<file path="src/opn_reg_pkg.sv">
package opn_reg_pkg;

	// ##############################
	// Host bus and register map
	// ##############################

	localparam int BUS_W = 8;
	localparam logic [BUS_W/2-1:0] GLOBAL_GROUP = 4'h2; // Upper nibble of 0x20-0x2F.

	localparam logic [BUS_W-1:0] REG_TIMER_A_HI = 8'h24;
	localparam logic [BUS_W-1:0] REG_TIMER_A_LO = 8'h25;
	localparam logic [BUS_W-1:0] REG_TIMER_B = 8'h26;
	localparam logic [BUS_W-1:0] REG_TIMER_CTRL = 8'h27;
	localparam logic [BUS_W-1:0] REG_KEY_ON = 8'h28;

	// ##############################
	// Timers and key-on table
	// ##############################

	localparam int TIMER_A_W = 10;
	localparam int TIMER_B_W = 8;
	localparam int TIMER_B_PRESCALE = 16; // Ticks per timer B count.

	localparam int NUM_CH = 6;
	localparam int NUM_SLOTS = 4;
	localparam int KEY_W = NUM_CH * NUM_SLOTS;

	// Codes 01 and 11 both select channel 3 special mode.
	localparam logic [1:0] MODE_NORMAL = 2'b00;
	localparam logic [1:0] MODE_CSM = 2'b10;

	typedef union packed {
		struct packed {
			logic [BUS_W/2-1:0] group;
			logic [BUS_W/2-1:0] index;
		} addr; // Address write.
		struct packed {
			logic [1:0] mode;
			logic reset_b;
			logic reset_a;
			logic en_b;
			logic en_a;
			logic load_b;
			logic load_a;
		} ctrl; // Data write to 0x27.
	} opn_bus_word_t;

endpackage

</file>
<file path="src/opn_bus_latch.sv">
module opn_bus_latch (
	input logic mclk_i,
	input logic rst_i,
	input logic addr_wr_i,
	input logic data_wr_i,
	input logic bank_i,
	input opn_reg_pkg::opn_bus_word_t bus_data_i,
	output logic reg_wr_o,
	output logic [3:0] reg_index_o,
	output opn_reg_pkg::opn_bus_word_t reg_data_o
);
	import opn_reg_pkg::*;

	logic addr_hit;
	logic addr_valid;
	logic [3:0] addr_index;

	// Only the timer and key-on registers 0x24..0x28 of bank 0 are claimed here.
	assign addr_hit = !bank_i
		&& (bus_data_i.addr.group == GLOBAL_GROUP)
		&& (bus_data_i.addr.index >= REG_TIMER_A_HI[3:0])
		&& (bus_data_i.addr.index <= REG_KEY_ON[3:0]);

	always_ff @(posedge mclk_i) begin
		if (rst_i) begin
			addr_valid <= 1'b0;
			reg_wr_o <= 1'b0;
		end else begin
			reg_wr_o <= data_wr_i & addr_valid; // One cycle strobe.
			if (addr_wr_i) begin
				addr_valid <= addr_hit; // Stays set over repeated data writes.
			end
		end
	end

	always_ff @(posedge mclk_i) begin
		if (addr_wr_i) begin
			addr_index <= bus_data_i.addr.index;
		end
		if (data_wr_i && addr_valid) begin
			reg_index_o <= addr_index;
			reg_data_o <= bus_data_i;
		end
	end

endmodule

</file>
<file path="src/opn_global_regs.sv">
module opn_global_regs (
	input logic mclk_i,
	input logic rst_i,
	input logic reg_wr_i,
	input logic [3:0] reg_index_i,
	input opn_reg_pkg::opn_bus_word_t reg_data_i,
	output logic [opn_reg_pkg::TIMER_A_W-1:0] timer_a_val_o,
	output logic [opn_reg_pkg::TIMER_B_W-1:0] timer_b_val_o,
	output logic load_a_o,
	output logic load_b_o,
	output logic en_a_o,
	output logic en_b_o,
	output logic clr_a_o,
	output logic clr_b_o,
	output logic [1:0] mode_o,
	output logic mode_ch3_o
);
	import opn_reg_pkg::*;

	localparam int A_LO_W = TIMER_A_W - BUS_W; // Bits held in 0x25.

	logic [A_LO_W-1:0] a_lo_data;

	assign a_lo_data = reg_data_i[A_LO_W-1:0];

	always_ff @(posedge mclk_i) begin
		if (rst_i) begin
			timer_a_val_o <= '0;
			timer_b_val_o <= '0;
			load_a_o <= 1'b0;
			load_b_o <= 1'b0;
			en_a_o <= 1'b0;
			en_b_o <= 1'b0;
			clr_a_o <= 1'b0;
			clr_b_o <= 1'b0;
			mode_o <= MODE_NORMAL;
		end else begin
			clr_a_o <= 1'b0;
			clr_b_o <= 1'b0;
			if (reg_wr_i) begin
				case (reg_index_i)
					REG_TIMER_A_HI[3:0]: begin
						timer_a_val_o[TIMER_A_W-1 -: BUS_W] <= reg_data_i;
					end
					REG_TIMER_A_LO[3:0]: begin
						timer_a_val_o[A_LO_W-1:0] <= a_lo_data;
					end
					REG_TIMER_B[3:0]: begin
						timer_b_val_o <= reg_data_i;
					end
					REG_TIMER_CTRL[3:0]: begin
						mode_o <= reg_data_i.ctrl.mode;
						load_a_o <= reg_data_i.ctrl.load_a;
						load_b_o <= reg_data_i.ctrl.load_b;
						en_a_o <= reg_data_i.ctrl.en_a;
						en_b_o <= reg_data_i.ctrl.en_b;
						clr_a_o <= reg_data_i.ctrl.reset_a; // Not stored.
						clr_b_o <= reg_data_i.ctrl.reset_b;
					end
					default: begin
					end
				endcase
			end
		end
	end

	// Special and CSM both split channel 3.
	assign mode_ch3_o = (mode_o != MODE_NORMAL);

endmodule

</file>
<file path="src/opn_timer.sv">
module opn_timer #(
	parameter int CNT_W = 8,
	parameter int PRESCALE = 1
) (
	input logic mclk_i,
	input logic rst_i,
	input logic tick_i,
	input logic run_i,
	input logic flag_en_i,
	input logic clr_i,
	input logic [CNT_W-1:0] load_val_i,
	output logic ovf_o,
	output logic status_o
);

	localparam int PS_W = (PRESCALE > 1) ? $clog2(PRESCALE) : 1;

	logic [PS_W-1:0] ps_q;
	logic [CNT_W-1:0] cnt_q;
	logic step;
	logic wrap;

	assign step = tick_i && (ps_q == PS_W'(PRESCALE - 1)); // Counter advance.
	assign wrap = step && (&cnt_q);

	// ##############################
	// Prescaler
	// ##############################

	always_ff @(posedge mclk_i) begin
		if (rst_i) begin
			ps_q <= '0;
		end else if (!run_i) begin
			ps_q <= '0;
		end else if (tick_i) begin
			ps_q <= step ? '0 : ps_q + 1'b1;
		end
	end

	// ##############################
	// Counter and flag
	// ##############################

	always_ff @(posedge mclk_i) begin
		if (rst_i) begin
			cnt_q <= '0;
		end else if (!run_i || wrap) begin
			cnt_q <= load_val_i; // Hold while stopped, reload on overflow.
		end else if (step) begin
			cnt_q <= cnt_q + 1'b1;
		end
	end

	always_ff @(posedge mclk_i) begin
		if (rst_i) begin
			ovf_o <= 1'b0;
		end else begin
			ovf_o <= run_i && wrap;
		end
	end

	always_ff @(posedge mclk_i) begin
		if (rst_i) begin
			status_o <= 1'b0;
		end else if (clr_i) begin
			status_o <= 1'b0; // Clear wins over a same cycle set.
		end else if (ovf_o && flag_en_i) begin
			status_o <= 1'b1;
		end
	end

endmodule

</file>
<file path="src/opn_key_ctrl.sv">
module opn_key_ctrl (
	input logic mclk_i,
	input logic rst_i,
	input logic reg_wr_i,
	input logic [3:0] reg_index_i,
	input opn_reg_pkg::opn_bus_word_t reg_data_i,
	input logic [1:0] mode_i,
	input logic ovf_i,
	output logic [opn_reg_pkg::KEY_W-1:0] key_on_o,
	output logic csm_key_o
);
	import opn_reg_pkg::*;

	logic [2:0] ch_code;
	logic [2:0] ch_row;
	logic ch_ok;
	logic key_wr;

	assign ch_code = reg_data_i[2:0];
	assign key_wr = reg_wr_i && (reg_index_i == REG_KEY_ON[3:0]);

	// Codes 0-2 and 4-6 name the six channels. Codes 3 and 7 are holes.
	always_comb begin
		ch_row = 3'(ch_code[1:0]);
		if (ch_code[2]) begin
			ch_row = 3'(ch_code[1:0]) + 3'd3;
		end
		ch_ok = (ch_code[1:0] != 2'b11);
	end

	always_ff @(posedge mclk_i) begin
		if (rst_i) begin
			key_on_o <= '0;
		end else if (key_wr && ch_ok) begin
			key_on_o[NUM_SLOTS*ch_row +: NUM_SLOTS] <= reg_data_i[BUS_W-1 -: NUM_SLOTS];
		end
	end

	always_ff @(posedge mclk_i) begin
		if (rst_i) begin
			csm_key_o <= 1'b0;
		end else begin
			csm_key_o <= ovf_i && (mode_i == MODE_CSM); // Timer A drives ch3 key-on.
		end
	end

endmodule

</file>
<file path="src/opn_reg_ctrl.sv">
module opn_reg_ctrl #(
	parameter int TIMER_B_PRESCALE = opn_reg_pkg::TIMER_B_PRESCALE
) (
	input logic mclk_i,
	input logic rst_i,
	input logic addr_wr_i,
	input logic data_wr_i,
	input logic bank_i,
	input logic [opn_reg_pkg::BUS_W-1:0] bus_data_i,
	input logic tick_i,
	output logic timer_a_status_o,
	output logic timer_b_status_o,
	output logic mode_ch3_o,
	output logic csm_key_o,
	output logic [opn_reg_pkg::KEY_W-1:0] key_on_o
);
	import opn_reg_pkg::*;

	logic reg_wr;
	logic [3:0] reg_index;
	opn_bus_word_t reg_data;
	logic [TIMER_A_W-1:0] timer_a_val;
	logic [TIMER_B_W-1:0] timer_b_val;
	logic load_a;
	logic load_b;
	logic en_a;
	logic en_b;
	logic clr_a;
	logic clr_b;
	logic [1:0] mode;
	logic ovf_a;

	opn_bus_latch bus_latch (
		.mclk_i(mclk_i),
		.rst_i(rst_i),
		.addr_wr_i(addr_wr_i),
		.data_wr_i(data_wr_i),
		.bank_i(bank_i),
		.bus_data_i(bus_data_i),
		.reg_wr_o(reg_wr),
		.reg_index_o(reg_index),
		.reg_data_o(reg_data)
	);

	opn_global_regs global_regs (
		.mclk_i(mclk_i),
		.rst_i(rst_i),
		.reg_wr_i(reg_wr),
		.reg_index_i(reg_index),
		.reg_data_i(reg_data),
		.timer_a_val_o(timer_a_val),
		.timer_b_val_o(timer_b_val),
		.load_a_o(load_a),
		.load_b_o(load_b),
		.en_a_o(en_a),
		.en_b_o(en_b),
		.clr_a_o(clr_a),
		.clr_b_o(clr_b),
		.mode_o(mode),
		.mode_ch3_o(mode_ch3_o)
	);

	// Timer A counts every tick.
	opn_timer #(.CNT_W(TIMER_A_W), .PRESCALE(1)) timer_a (
		.mclk_i(mclk_i),
		.rst_i(rst_i),
		.tick_i(tick_i),
		.run_i(load_a),
		.flag_en_i(en_a),
		.clr_i(clr_a),
		.load_val_i(timer_a_val),
		.ovf_o(ovf_a),
		.status_o(timer_a_status_o)
	);

	opn_timer #(.CNT_W(TIMER_B_W), .PRESCALE(TIMER_B_PRESCALE)) timer_b (
		.mclk_i(mclk_i),
		.rst_i(rst_i),
		.tick_i(tick_i),
		.run_i(load_b),
		.flag_en_i(en_b),
		.clr_i(clr_b),
		.load_val_i(timer_b_val),
		.ovf_o(),
		.status_o(timer_b_status_o)
	);

	opn_key_ctrl key_ctrl (
		.mclk_i(mclk_i),
		.rst_i(rst_i),
		.reg_wr_i(reg_wr),
		.reg_index_i(reg_index),
		.reg_data_i(reg_data),
		.mode_i(mode),
		.ovf_i(ovf_a),
		.key_on_o(key_on_o),
		.csm_key_o(csm_key_o)
	);

endmodule

</file>
<file path="config.mk">
export PLATFORM = sky130hd
export DESIGN_NAME = opn_reg_ctrl
export DESIGN_NICKNAME = d
export VERILOG_FILES = /design/src/opn_reg_pkg.sv /design/src/opn_bus_latch.sv /design/src/opn_global_regs.sv /design/src/opn_timer.sv /design/src/opn_key_ctrl.sv /design/src/opn_reg_ctrl.sv
export SDC_FILE = /design/constraint.sdc
export NUM_CORES = 1
export LEC_CHECK = 0
export BUFFER_PORTS_ARGS = -buffer_cell sky130_fd_sc_hd__clkbuf_2
export CORE_ASPECT_RATIO = 0.75
export CORE_MARGIN = 4
export CORE_UTILIZATION = 55
export CTS_CLUSTER_DIAMETER = 200
export DETAILED_ROUTE_END_ITERATION = 6
export PLACE_DENSITY = 0.75
export SYNTH_ARGS = -nofsm -noshare
export SYNTH_HDL_FRONTEND = slang
export SYNTH_SLANG_ARGS = --single-unit
</file>
<file path="constraint.sdc">
create_clock -name mclk_i -period 4.8 [get_ports mclk_i]
set_input_delay 0.96 -clock mclk_i [delete_from_list [all_inputs] [get_ports mclk_i]]
set_output_delay 0.96 -clock mclk_i [all_outputs]
set_load 0.05 [all_outputs]
</file>
Yosys cells after proc, flatten, opt, wreduce, memory -nomap -nowiden:

Cells that the tools add are included.

* flip-flop bits (word level): 96
* output and inout bits: 28
* logic and storage cells: 92

* $add $sub $neg: 6
* $lt $le $gt $ge: 2
* eq/ne operators: 9
* shift operators: 2
* multiplexer cells: 8
* bitwise operators: 6
* reductions and logical operators: 34

Operator list (count)
* $neg 5->34: 1
* $shift 4x34->24 const A: 1
* $shiftx 4x34->24: 1
* $bwmux 24: 1
* $mux 10: 2
* $eq 4x3->1 const B: 4
* $mux 8: 2
* $logic_and 1x1->1: 15
* $add 10x1->10 const B: 1
* $reduce_and 10->1: 1
* $add 8x1->8 const B: 1
* $eq 4x4->1 const B: 2
* $reduce_and 2->1: 4
* $reduce_and 8->1: 1
* $reduce_or 2->1: 4
* $reduce_bool 2->1: 3
* $not 1->1: 5
* $add 4x1->4 const B: 1
* $eq 4x2->1 const B: 1
* $ge 4x3->1 const B: 1
* $le 4x4->1 const B: 1
* $mux 4: 1
* $add 2x2->3 const B: 1
* $logic_not 1->1: 3
* other kinds (8): 9

Logic depth before layout (Yosys ltp):

Gate-level depths: netlist (run 1).

* word-level depth: 5
* gate-level depth with buffers: 12
* mapped depth without buffers: 10

Hierarchy:

Synthesis (run 1) repeated with hierarchy kept, for this count alone.

* cell total of the unflattened synthesis: 439
* area total of the unflattened synthesis: 4380.5 um^2

By module, submodules not included
* opn_key_ctrl: instances 1, cells an instance 140, area each 1263.7 um^2, seq. area each 500.5 um^2
* opn_global_regs: instances 1, cells an instance 114, area each 1086.0 um^2, seq. area each 520.5 um^2
* opn_timer (timer_b): instances 1, cells an instance 88, area each 748.2 um^2, seq. area each 280.3 um^2
* opn_timer (timer_a): instances 1, cells an instance 72, area each 699.4 um^2, seq. area each 260.2 um^2
* opn_bus_latch: instances 1, cells an instance 25, area each 583.1 um^2, seq. area each 520.5 um^2

Worst setup path before layout (run 1):

OpenSTA, ideal clock, no wires.

* path kind: reg-to-reg
* from: register bus_latch.reg_data_o[0] in the netlist's numbering
* to: register key_ctrl.key_on_o[12] in the netlist's numbering
* data arrival time: 2.609 ns
* required time: 4.680 ns
* path slack: 2.071 ns
* stages on the path, launching flop included: 11
* buffers on the path: 2
* path through: edfxtp_1 > buf_6 > xor2_2 > inv_4 > and2_1 > ha_1 > inv_1 > or3_1 > or4_4 > buf_6 > mux2i_1

* word-level cells in the longest chain between the ends: 5
* elaborated cells between the ends (all ways): 8
* those cells by class: 2 x add/sub; 1 x eq/ne; 2 x shift; 2 x mux; 1 x reduce/logical

RTL lines
* start: declaration: RTL line opn_bus_latch.sv:10 `output opn_reg_pkg::opn_bus_word_t reg_data_o`
* start signal: assignment: RTL line opn_bus_latch.sv:42 `reg_data_o <= bus_data_i;`
* $add 2x2->3: RTL line opn_key_ctrl.sv:26 `ch_row = 3'(ch_code[1:0]) + 3'd3;`
* $mux 3: RTL line opn_key_ctrl.sv:25 `if (ch_code[2]) begin`
* $neg 5->34: RTL line opn_key_ctrl.sv:35 `key_on_o[NUM_SLOTS*ch_row +: NUM_SLOTS] <= reg_data_i[BUS_W-1 -: NUM_SLOTS];`
* $shiftx 4x34->24 or $shift 4x34->24 (tied branches): RTL line opn_key_ctrl.sv:35
* $bwmux 24: RTL line opn_key_ctrl.sv:35
* end signal: indexed assignment: RTL line opn_key_ctrl.sv:35
* end: declaration: RTL line opn_key_ctrl.sv:9 `output logic [opn_reg_pkg::KEY_W-1:0] key_on_o,`

Several ways; a longest one is shown, not always the timed one.
A chain may end at the register's enable or synchronous reset.

Final worst setup path (run 1):

Same ends and word-level chain as after synthesis.

==> results of run 1 <==
==> layout make-up <==
class	count	area (um^2)
Fill cell	640	2760
Sequential cell	96	2080
Multi-Input combinational cell	298	1960
Timing Repair Buffer	42	213
Tap cell	101	126
Clock buffer	9	124
Clock inverter	7	95.1
Inverter	10	40.0
==> Yosys cell counts, types with 2 or more instances <==
cell type / number / area (um^2)
a211oi_1: 8 / 60.1
a41oi_1: 2 / 17.5
buf_6: 5 / 56.3
edfxtp_1: 16 / 480
nand2_1: 19 / 71.3
dfxtp_1: 80 / 1600
o22ai_1: 3 / 18.8
nand3_1: 18 / 90.1
xor2_1: 8 / 70.1
and3_1: 2 / 12.5
ha_1: 7 / 87.6
nor3b_1: 4 / 30.0
buf_1: 2 / 7.51
a311oi_1: 2 / 17.5
nor2_1: 43 / 161
inv_1: 9 / 33.8
buf_2: 2 / 10.0
clkbuf_1: 13 / 48.8
a21oi_1: 25 / 125
or2_2: 2 / 12.5
o31ai_1: 5 / 37.5
xnor2_1: 4 / 35.0
or4_1: 2 / 15.0
and4_1: 4 / 35.0
and2_1: 7 / 43.8
a32oi_1: 3 / 26.3
nand4_1: 17 / 106
nor2b_1: 6 / 37.5
o21ai_0: 19 / 95.1
nand2b_1: 20 / 125
nor3_1: 12 / 60.1
nor4bb_1: 2 / 20.0
mux2i_1: 32 / 320
==> worst max-delay path by stage <==
stage	from	endpoint	slack, ns	depth (start not counted)
floorplan	bus_latch.reg_data_o[0]	key_ctrl.key_on_o[12]	2.07	10
global placement	bus_latch.reg_data_o[0]	key_ctrl.key_on_o[12]	1.95	10
detailed placement	bus_latch.reg_data_o[0]	key_ctrl.key_on_o[12]	1.76	10
CTS	bus_latch.reg_data_o[0]	key_ctrl.key_on_o[12]	1.75	10
global route	bus_latch.reg_data_o[0]	key_ctrl.key_on_o[12]	1.56	10
finish	bus_latch.reg_data_o[0]	key_ctrl.key_on_o[12]	1.74	10
==> sequential cells by signal, summed over array words and instances (netlist names), 2 cells and up <==
signal	cells
bus_latch.addr_index	4
bus_latch.reg_data_o	8
bus_latch.reg_index_o	4
global_regs.mode_o	2
global_regs.timer_a_val_o	10
global_regs.timer_b_val_o	8
key_ctrl.key_on_o	24
timer_a.cnt_q	10
timer_b.cnt_q	8
timer_b.ps_q	4
==> stage by stage <==
| step | total power (uW) | utilization |
|---|---|---|
| floorplan | 856 | - |
| global placement | 866 | 0.598 |
| detailed placement | 867 | 0.598 |
| CTS | 1430 | 0.628 |
| global route | 1470 | 0.628 |
| finish | 1420 | 0.628 |
==> kinds of logic (layout without fill, tap and decap cells) <==
group | Yosys count | after routing | synth area share
xor gates and xnor gates | 13 | 13 | 0.0288
AOI/OAI and AO/OA | 76 | 76 | 0.113
buffers and inverters | 32 | 68 | 0.0387
adders and majority gates | 7 | 7 | 0.0208
DFF | 96 | 96 | 0.495
and+or+nand+nor | 169 | 169 | 0.225
muxes | 33 | 33 | 0.0788
==> layout by cell type (no fill, tap or decap), types with 9 or more instances in the layout <==
cell type | Yosys | final
a21oi_1 | 25 | 25
clkbuf_2 | 0 | 41
clkbuf_8 | 0 | 9
dfxtp_1 | 80 | 80
edfxtp_1 | 16 | 16
inv_1 | 9 | 9
mux2i_1 | 32 | 32
nand2_1 | 19 | 19
nand2b_1 | 20 | 20
nand3_1 | 18 | 18
nand4_1 | 17 | 17
nor2_1 | 43 | 43
nor3_1 | 12 | 12
o21ai_0 | 19 | 19
==> where the power goes <==
group          switching [uW]  internal [uW]
clock                     281            294
combinational            18.9           8.88
sequential              0.888            820
total                     301           1120
==> metal layers <==
metal / track usage / vias to the layer above / routed length (um)
met5: 0 / - / 0
met4: 0.0436 / 0 / 101
met3: 0.0565 / 14 / 502
met2: 0.318 / 109 / 4020
met1: 0.303 / 1520 / 4300
li1: - / 1600 / -
==> flow_summary.yaml, run 1 <==
grt:
  grt_overflow: 0
  grt_pass1_vias: 3148
  grt_antenna_before_repair: 0
  grt_first_pass_wirelength_um: 15400
  grt_max_degree: 57
  grt.total_usage: 0.211
min_path:
  min_to: "timer_a.status_o"
  min_path_type: "reg -> reg"
  hp-start: "global_regs.clr_a_o"
  hold_depth: 1
die:
  floorplan.io_pins: 42
  dieArea_um2: 9130
  initial_core_util: 0.569
  die-height_um: 83.8
  die_w_um: 109
  core_area_um2: 7400
  rows: 27
final_layout:
  areaGrowthSynthToFinish_pct: 10.3
  drive_above_1_share: 0.152
  postLayoutCellArea_um2: 4640
  instances_no_fill: 563
  n_antenna_cell: 0
  finish.net_count: 478
cts:
  cts_hold_buf: 0
  root_buffer: "clkbuf_8"
  cts_setup_buffers: 0
  h-tree-depth: 3
  cts_sinks: 96
  cts-resized-gates: 0
  numCtsBuffers: 9
  cts_tree: "built"
  cts.clk_slew.worst_paths_ns: 0.09
  clk_path_buf_depth: 2
  insertion_delay_ns: 0.36
sta:
  worst_slew_pin_slew_ns: 1.05
  finalClockSkew_ns: 0.00429
  fmax_mhz: 326
  hold_viol_final: 0
  drv_slew: 0
  relSlewSlack: 0.303
  rsz0062_at_grt: "false"
  min_period_over_period: 0.638
  hold_slack_ns: 0.390
  tns_ns: 0
  fin_crit_ns: 3.06
  setup_slack_ns: 1.74
  finalSetupViolations: 0
place:
  place_inst: 547
  io_buffers: 41
  dp_hpwl_um: 6370
  placed_area_um2: 4420
  gp_congestion: 0.846
  place_ws_ns: 1.76
setup_path:
  rr_worst_depth: 10
  end_kind: "flip-flop"
  cp.required_ns: 5.06
  crit_buf_inv: 2
  regToRegSetupSlack_ns: 1.74
  worstSetupPathType: "reg -> reg"
  cp_slowest_cell: "edfxtp_1"
  start_kind: "flip-flop"
  rr_startpoint: "bus_latch.reg_data_o[0]"
  critPathMaxFanout: 9
  rr_endpoint: "key_ctrl.key_on_o[12]"
  path_cells: "inv_1 -> ha_1 -> nand2_1 -> o21ai_0 -> and2_1 -> ha_1 -> inv_1 -> or3_1 -> or4_4 -> mux2i_1"
  worstPathArrival_ns: 3.32
  cp_slowest_stage_delay_ns: 0.56
  critPathTopFamily: "simple AND/OR/NAND/NOR gates"
power_and_ir_drop:
  leakagePower_uw: 0.00165
  p_per_area_nw_per_um2: 307
  ir_drop_mv: 0.177
synthesis:
  ys_seq_area_frac: 0.495
  syn-cell-area_um2: 4210
  ys_warn_count: 0
  ys_ff_latch: 96
  synth_area_per_cell_um2: 9.88
  synth.distinct_cells: 56
  synth_async_sr_flop_share: 0
  synth_edf_count: 16
  synth-main-ff-cell: "dfxtp_1"
  syn_inst: 426
  syn_nets: 447
routing:
  num_vias: 3243
  remaining_drc_errors: 0
  wirelength_um: 8930
  drt_first_pass_iters: 5
  viasPerCell: 5.76
  routedWlPerCell_um: 15.9
  ant_nets: 0
  drt_iter0_markers: 169
status:
  status: "finished, final reports clean"
flow_run:
  maxCapViolations: 0
(Power assumes the default switching activity.)
==> inputs of run 2 (changes only) <==
--- a/config.mk
+++ b/config.mk
@@ -8,10 +8,10 @@
 export BUFFER_PORTS_ARGS = -buffer_cell sky130_fd_sc_hd__clkbuf_2
 export CORE_ASPECT_RATIO = 0.75
 export CORE_MARGIN = 4
-export CORE_UTILIZATION = 55
+export CORE_UTILIZATION = 53
 export CTS_CLUSTER_DIAMETER = 200
 export DETAILED_ROUTE_END_ITERATION = 6
-export PLACE_DENSITY = 0.75
+export PLACE_DENSITY = 0.76
 export SYNTH_ARGS = -nofsm -noshare
 export SYNTH_HDL_FRONTEND = slang
 export SYNTH_SLANG_ARGS = --single-unit
==> constraint.sdc (replaced) <==
create_clock -name mclk_i -period 2.6 [get_ports mclk_i]
set_input_delay 0.52 -clock mclk_i [delete_from_list [all_inputs] [get_ports mclk_i]]
set_output_delay 0.52 -clock mclk_i [all_outputs]
set_load 0.05 [all_outputs]
==> run 2 against run 1 <==
Worst hold slack got worse by 0.046 ns. Worst setup slack worse by 1.7 ns. Register-to-register slack lost 1.7 ns. Critical path type unchanged.
==> flow_summary.yaml, run 2 (same netlist as run 1, synthesis figures left out) <==
power_and_ir_drop:
  sw_frac_of_total: 0.240
  comb_power_share: 0.022
  p_int_uw: 1900
  clockPowerShare: 0.373
  leakagePower_uw: 0.00171
  switchingPower_uw: 600
  p_per_area_nw_per_um2: 526
  seqPwrFrac: 0.605
  total_power_uw: 2500
  ir_drop_mv: 0.271
cts:
  numCtsBuffers: 9
  h-tree-depth: 3
  insertion_delay_ns: 0.36
  cts_sinks: 96
  cts_hold_buf: 0
  cts.clk_slew.worst_paths_ns: 0.10
  cts_tree: "built"
  clk_path_buf_depth: 2
  root_buffer: "clkbuf_8"
die:
  die-height_um: 85.2
  rows: 27
  dieArea_um2: 9440
  die_w_um: 111
  core_area_um2: 7530
  floorplan.io_pins: 42
  initial_core_util: 0.559
min_path:
  min_to: "bus_latch.reg_data_o[5]"
  hp-start: "bus_data_i[5]"
  hold_depth: 1
  min_path_type: "in -> reg"
final_layout:
  n_antenna_cell: 0
  largest_register_ff_count: 24
  top_register: "key_ctrl.key_on_o"
  fin_util: 0.631
  top_regs: "key_ctrl.key_on_o: 24 flops, global_regs.timer_a_val_o: 10 flops, timer_a.cnt_q: 10 flops"
  layout_commonest_cell: "dfxtp_1"
  mostFrequentLayoutCells: "80 x dfxtp_1, 43 x nor2_1, 41 x clkbuf_2"
  drive_above_1_share: 0.192
  areaGrowthSynthToFinish_pct: 13.0
  finish.net_count: 490
  instances_no_fill: 575
grt:
  grt_first_pass_wirelength_um: 15600
  grt_overflow: 0
  grt.total_usage: 0.200
  grt_antenna_before_repair: 0
  grt_pass1_vias: 3178
  grt_max_degree: 38
setup_path:
  critPathMaxFanout: 4
  worstSetupPathType: "reg -> reg"
  cp_slowest_stage_delay_ns: 0.59
  worstPathArrival_ns: 2.78
  cp-startpoint: "bus_latch.reg_data_o[0]"
  start_kind: "flip-flop"
  cp_slowest_cell: "or4_4"
  end_kind: "flip-flop"
  regToRegSetupSlack_ns: 0.07
  path_cells: "inv_2 -> ha_4 -> nand2_2 -> o21ai_2 -> and2_4 -> ha_4 -> inv_2 -> or3_4 -> or4_4 -> mux2i_1"
  critPathTopFamily: "simple AND/OR/NAND/NOR gates"
  rr_startpoint: "bus_latch.reg_data_o[0]"
  rr_worst_depth: 10
  rr_endpoint: "key_ctrl.key_on_o[15]"
  crit_buf_inv: 2
  cp.required_ns: 2.86
routing:
  remaining_drc_errors: 0
  viasPerCell: 5.82
  wl_met1_um: 4250
  top_layer: "met4"
  met3_length_um: 706
  num_vias: 3346
  wirelength_um: 9270
  met2_length_um: 4250
  drt_iter0_markers: 171
  routedWlPerCell_um: 16.1
  drt_first_pass_iters: 4
  ant_nets: 0
flow_run:
  maxCapViolations: 0
place:
  place_inst: 556
  dp_hpwl_um: 6610
  gp_congestion: 0.857
  io_buffers: 41
status:
  status: "finished, final reports clean"
sta:
  hold_viol_final: 0
  min_period_over_period: 0.972
  finalClockSkew_ns: 0.0116
  hold_slack_ns: 0.343
  finalSetupViolations: 0
  worst_slew_pin_slew_ns: 0.898
  fin_crit_ns: 2.53
  fmax_mhz: 396
  relSlewSlack: 0.393
  drv_slew: 0
[run 2: changes by cell type in the layout (fill, tap and decap cells not counted), sizes merged]
cell | previous run | this run
inv | 11 | 14
clkinv | 2 | 3
clkinvlp | 2 | 0
bufinv | 2 | 0
buf | 1 | 13
[run 2: worst reg2reg max path, cell delays in order (launching register included)]
cell and delay [ns]:
edfxtp_1 0.45, inv_2 0.09, ha_4 0.20, nand2_2 0.07, o21ai_2 0.08, and2_4 0.16
ha_4 0.27, inv_2 0.04, or3_4 0.34, or4_4 0.59, mux2i_1 0.14
[run 2: layout make-up]
type                       instances  area (um^2)
timing repair buffer              54          307
multi-input combinational        298         2010
inverter                          10         40.0
sequential                        96         2080
clock buffer                       9          124
tap                              101          126
clock inverter                     7         62.6
fill                             629         2780
[run 2: repair_timing]
action,4_1_cts,5_1_grt
endpoints found under the setup margin,0,9
setup buffers,0,3
gates resized for setup,0,7
[run 2: stage by stage]
stage / area (um^2) / setup WS, ns / TNS (ns)
6_report: 4750 / 0.0736 / 0
3_3_place_gp: 4520 / 0.153 / 0
2_1_floorplan: 4240 / 0.00236 / 0
5_1_grt: 4750 / -0.0202 / -0.0313
4_1_cts: 4710 / 0.0613 / 0
3_5_place_dp: 4520 / 0.0768 / 0
[run 2: power groups by stage]
| stage | clock network [uW] | registers [uW] | logic [uW] |
|---|---|---|---|
| after global routing | 1010 | 1520 | 60.2 |
| after floorplan | 0 | 1550 | 30.9 |
| after CTS | 948 | 1520 | 54.5 |
| after detailed placement | 0 | 1550 | 54.4 |
| after global placement | 0 | 1550 | 52.8 |
| final | 933 | 1520 | 54.8 |
[run 2: metal layers]
metal,up-vias,track usage
li1,1631,-
met1,1584,0.276
met2,121,0.312
met3,10,0.0634
met4,0,0.0380
met5,-,0
[run 2: worst max-delay path by stage]
| stage | endpoint | slack, ns | cells past startpoint |
|---|---|---|---|
| after floorplan | key_ctrl.key_on_o[12] | 0.002 | 12 |
| after global placement | key_ctrl.key_on_o[14] | 0.15 | 9 |
| after detailed placement | key_ctrl.key_on_o[14] | 0.08 | 9 |
| after CTS | key_ctrl.key_on_o[15] | 0.06 | 9 |
| after global routing | key_ctrl.key_on_o[12] | -0.02 | 9 |
| final | key_ctrl.key_on_o[15] | 0.07 | 10 |
==> inputs of run 3 (changes only) <==
--- a/config.mk
+++ b/config.mk
@@ -12,6 +12,7 @@
 export CTS_CLUSTER_DIAMETER = 200
 export DETAILED_ROUTE_END_ITERATION = 6
 export PLACE_DENSITY = 0.76
+export RECOVER_POWER = 100
 export SYNTH_ARGS = -nofsm -noshare
 export SYNTH_HDL_FRONTEND = slang
 export SYNTH_SLANG_ARGS = --single-unit
==> run 3 against run 2 <==
Via count hardly changed. Die area stayed put. Critical path depth stayed put. Register-to-register slack hardly changed. Core utilization is 0.76 points lower. First-iteration DRC count is 4.7% lower. Sequential cell count stayed put.
==> flow_summary.yaml, run 3 (same netlist as run 1, synthesis figures left out) <==
min_path:
  min_to: "bus_latch.reg_data_o[5]"
  min_path_type: "in -> reg"
  hold_depth: 1
  hp-start: "bus_data_i[5]"
final_layout:
  layout_commonest_cell: "dfxtp_1"
  top_regs: "key_ctrl.key_on_o: 24 flops, global_regs.timer_a_val_o: 10 flops, timer_a.cnt_q: 10 flops"
  postLayoutCellArea_um2: 4700
  largest_register_ff_count: 24
  finish.net_count: 490
  top_register: "key_ctrl.key_on_o"
  drive_above_1_share: 0.105
  n_antenna_cell: 0
  mostFrequentLayoutCells: "80 x dfxtp_1, 43 x nor2_1, 40 x clkbuf_1"
  areaGrowthSynthToFinish_pct: 11.6
grt:
  grt_antenna_before_repair: 0
  grt.total_usage: 0.200
  grt_pass1_vias: 3178
  grt_overflow: 0
  grt_first_pass_wirelength_um: 15600
  grt_max_degree: 38
cts:
  insertion_delay_ns: 0.36
  cts.clk_slew.worst_paths_ns: 0.10
  clk_path_buf_depth: 2
  numCtsBuffers: 9
  cts_tree: "built"
  root_buffer: "clkbuf_8"
  cts_sinks: 96
  h-tree-depth: 3
routing:
  drt_first_pass_iters: 4
  num_vias: 3349
  drt_iter0_markers: 163
  viasPerCell: 5.82
  routedWlPerCell_um: 16.2
  remaining_drc_errors: 0
  wirelength_um: 9300
  ant_nets: 0
sta:
  hold_viol_final: 0
  fmax_mhz: 396
  relSlewSlack: 0.0184
  setup_slack_ns: 0.0750
  finalClockSkew_ns: 0.0105
  worst_slew_pin_slew_ns: 1.47
  fin_crit_ns: 2.53
  drv_slew: 0
  min_period_over_period: 0.971
  finalSetupViolations: 0
setup_path:
  critPathMaxFanout: 4
  critPathTopFamily: "simple AND/OR/NAND/NOR gates"
  path_cells: "inv_2 -> ha_4 -> nand2_2 -> o21ai_2 -> and2_4 -> ha_4 -> inv_2 -> or3_4 -> or4_4 -> mux2i_1"
  start_kind: "flip-flop"
  worstSetupPathType: "reg -> reg"
  cp_slowest_cell: "or4_4"
  worstPathArrival_ns: 2.78
  rr_endpoint: "key_ctrl.key_on_o[15]"
  cp_slowest_stage_delay_ns: 0.59
  rr_startpoint: "bus_latch.reg_data_o[0]"
  regToRegSetupSlack_ns: 0.07
  end_kind: "flip-flop"
  cp.required_ns: 2.85
  crit_buf_inv: 2
  rr_worst_depth: 10
power_and_ir_drop:
  comb_power_share: 0.021
  ir_drop_mv: 0.271
  p_int_uw: 1900
  clockPowerShare: 0.373
  p_per_area_nw_per_um2: 532
  sw_frac_of_total: 0.240
  seqPwrFrac: 0.607
  switchingPower_uw: 598
  leakagePower_uw: 0.00157
die:
  floorplan.io_pins: 42
  dieArea_um2: 9440
  initial_core_util: 0.559
  core_area_um2: 7530
  die-height_um: 85.2
  rows: 27
  die_w_um: 111
place:
  dp_hpwl_um: 6610
  gp_congestion: 0.857
  placed_area_um2: 4520
  place_ws_ns: 0.0768
  io_buffers: 41
status:
  status: "finished, final reports clean"
flow_run:
  maxCapViolations: 0
-- run 3: metrics by stage --
step | hold WS [ns] | TNS, ns | instances | power (uW) | utilization
after floorplan | 0.373 | 0 | 426 | 1580 | -
after global placement | 0.376 | 0 | 556 | 1600 | 0.600
after detailed placement | 0.381 | 0 | 556 | 1600 | 0.600
after CTS | 0.335 | 0 | 572 | 2520 | 0.625
after global routing | 0.323 | -0.0305 | 575 | 2590 | 0.623
final | 0.345 | 0 | 575 | 2500 | 0.623
-- run 3: power groups by stage --
stage	Sequential (uW)	Combinational, uW	Clock, uW
floorplan	1550	30.9	0
global placement	1550	52.8	0
detailed placement	1550	54.4	0
CTS	1520	54.5	948
global route	1520	57.1	1010
finish	1520	52.1	931
-- run 3: per-layer routing --
layer	GRT usage	routed length, um	vias up
met3	0.0634	679	11
met5	0	0	-
met1	0.276	4330	1582
li1	-	-	1629
met2	0.312	4220	127
met4	0.0380	77	0
-- run 3: how the worst max path moves through the flow --
stage | slack (ns) | to | cells after the start | from
global route | -0.02 | key_ctrl.key_on_o[12] | 9 | bus_latch.reg_data_o[0]
detailed placement | 0.08 | key_ctrl.key_on_o[14] | 9 | bus_latch.reg_data_o[0]
finish | 0.07 | key_ctrl.key_on_o[15] | 10 | bus_latch.reg_data_o[0]
global placement | 0.15 | key_ctrl.key_on_o[14] | 9 | bus_latch.reg_data_o[0]
floorplan | 0.002 | key_ctrl.key_on_o[12] | 12 | bus_latch.reg_data_o[0]
CTS | 0.06 | key_ctrl.key_on_o[15] | 9 | bus_latch.reg_data_o[0]
-- run 3: cell type report --
cell class              instances  area [um^2]
fillers                       650         2840
flip-flops and latches         96         2080
multi-input cells             298         2010
repair buffers                 54          249
well taps                     101          126
clock buffers                   9          124
clock inverters                 7         62.6
inverters                      10         40.0
-- run 3: repair_timing --
item,CTS,global route
endpoints found under the hold margin,0,0
gates resized for setup,0,7
setup endpoints to repair,0,9
hold buffers,0,0
buffers inserted,0,3
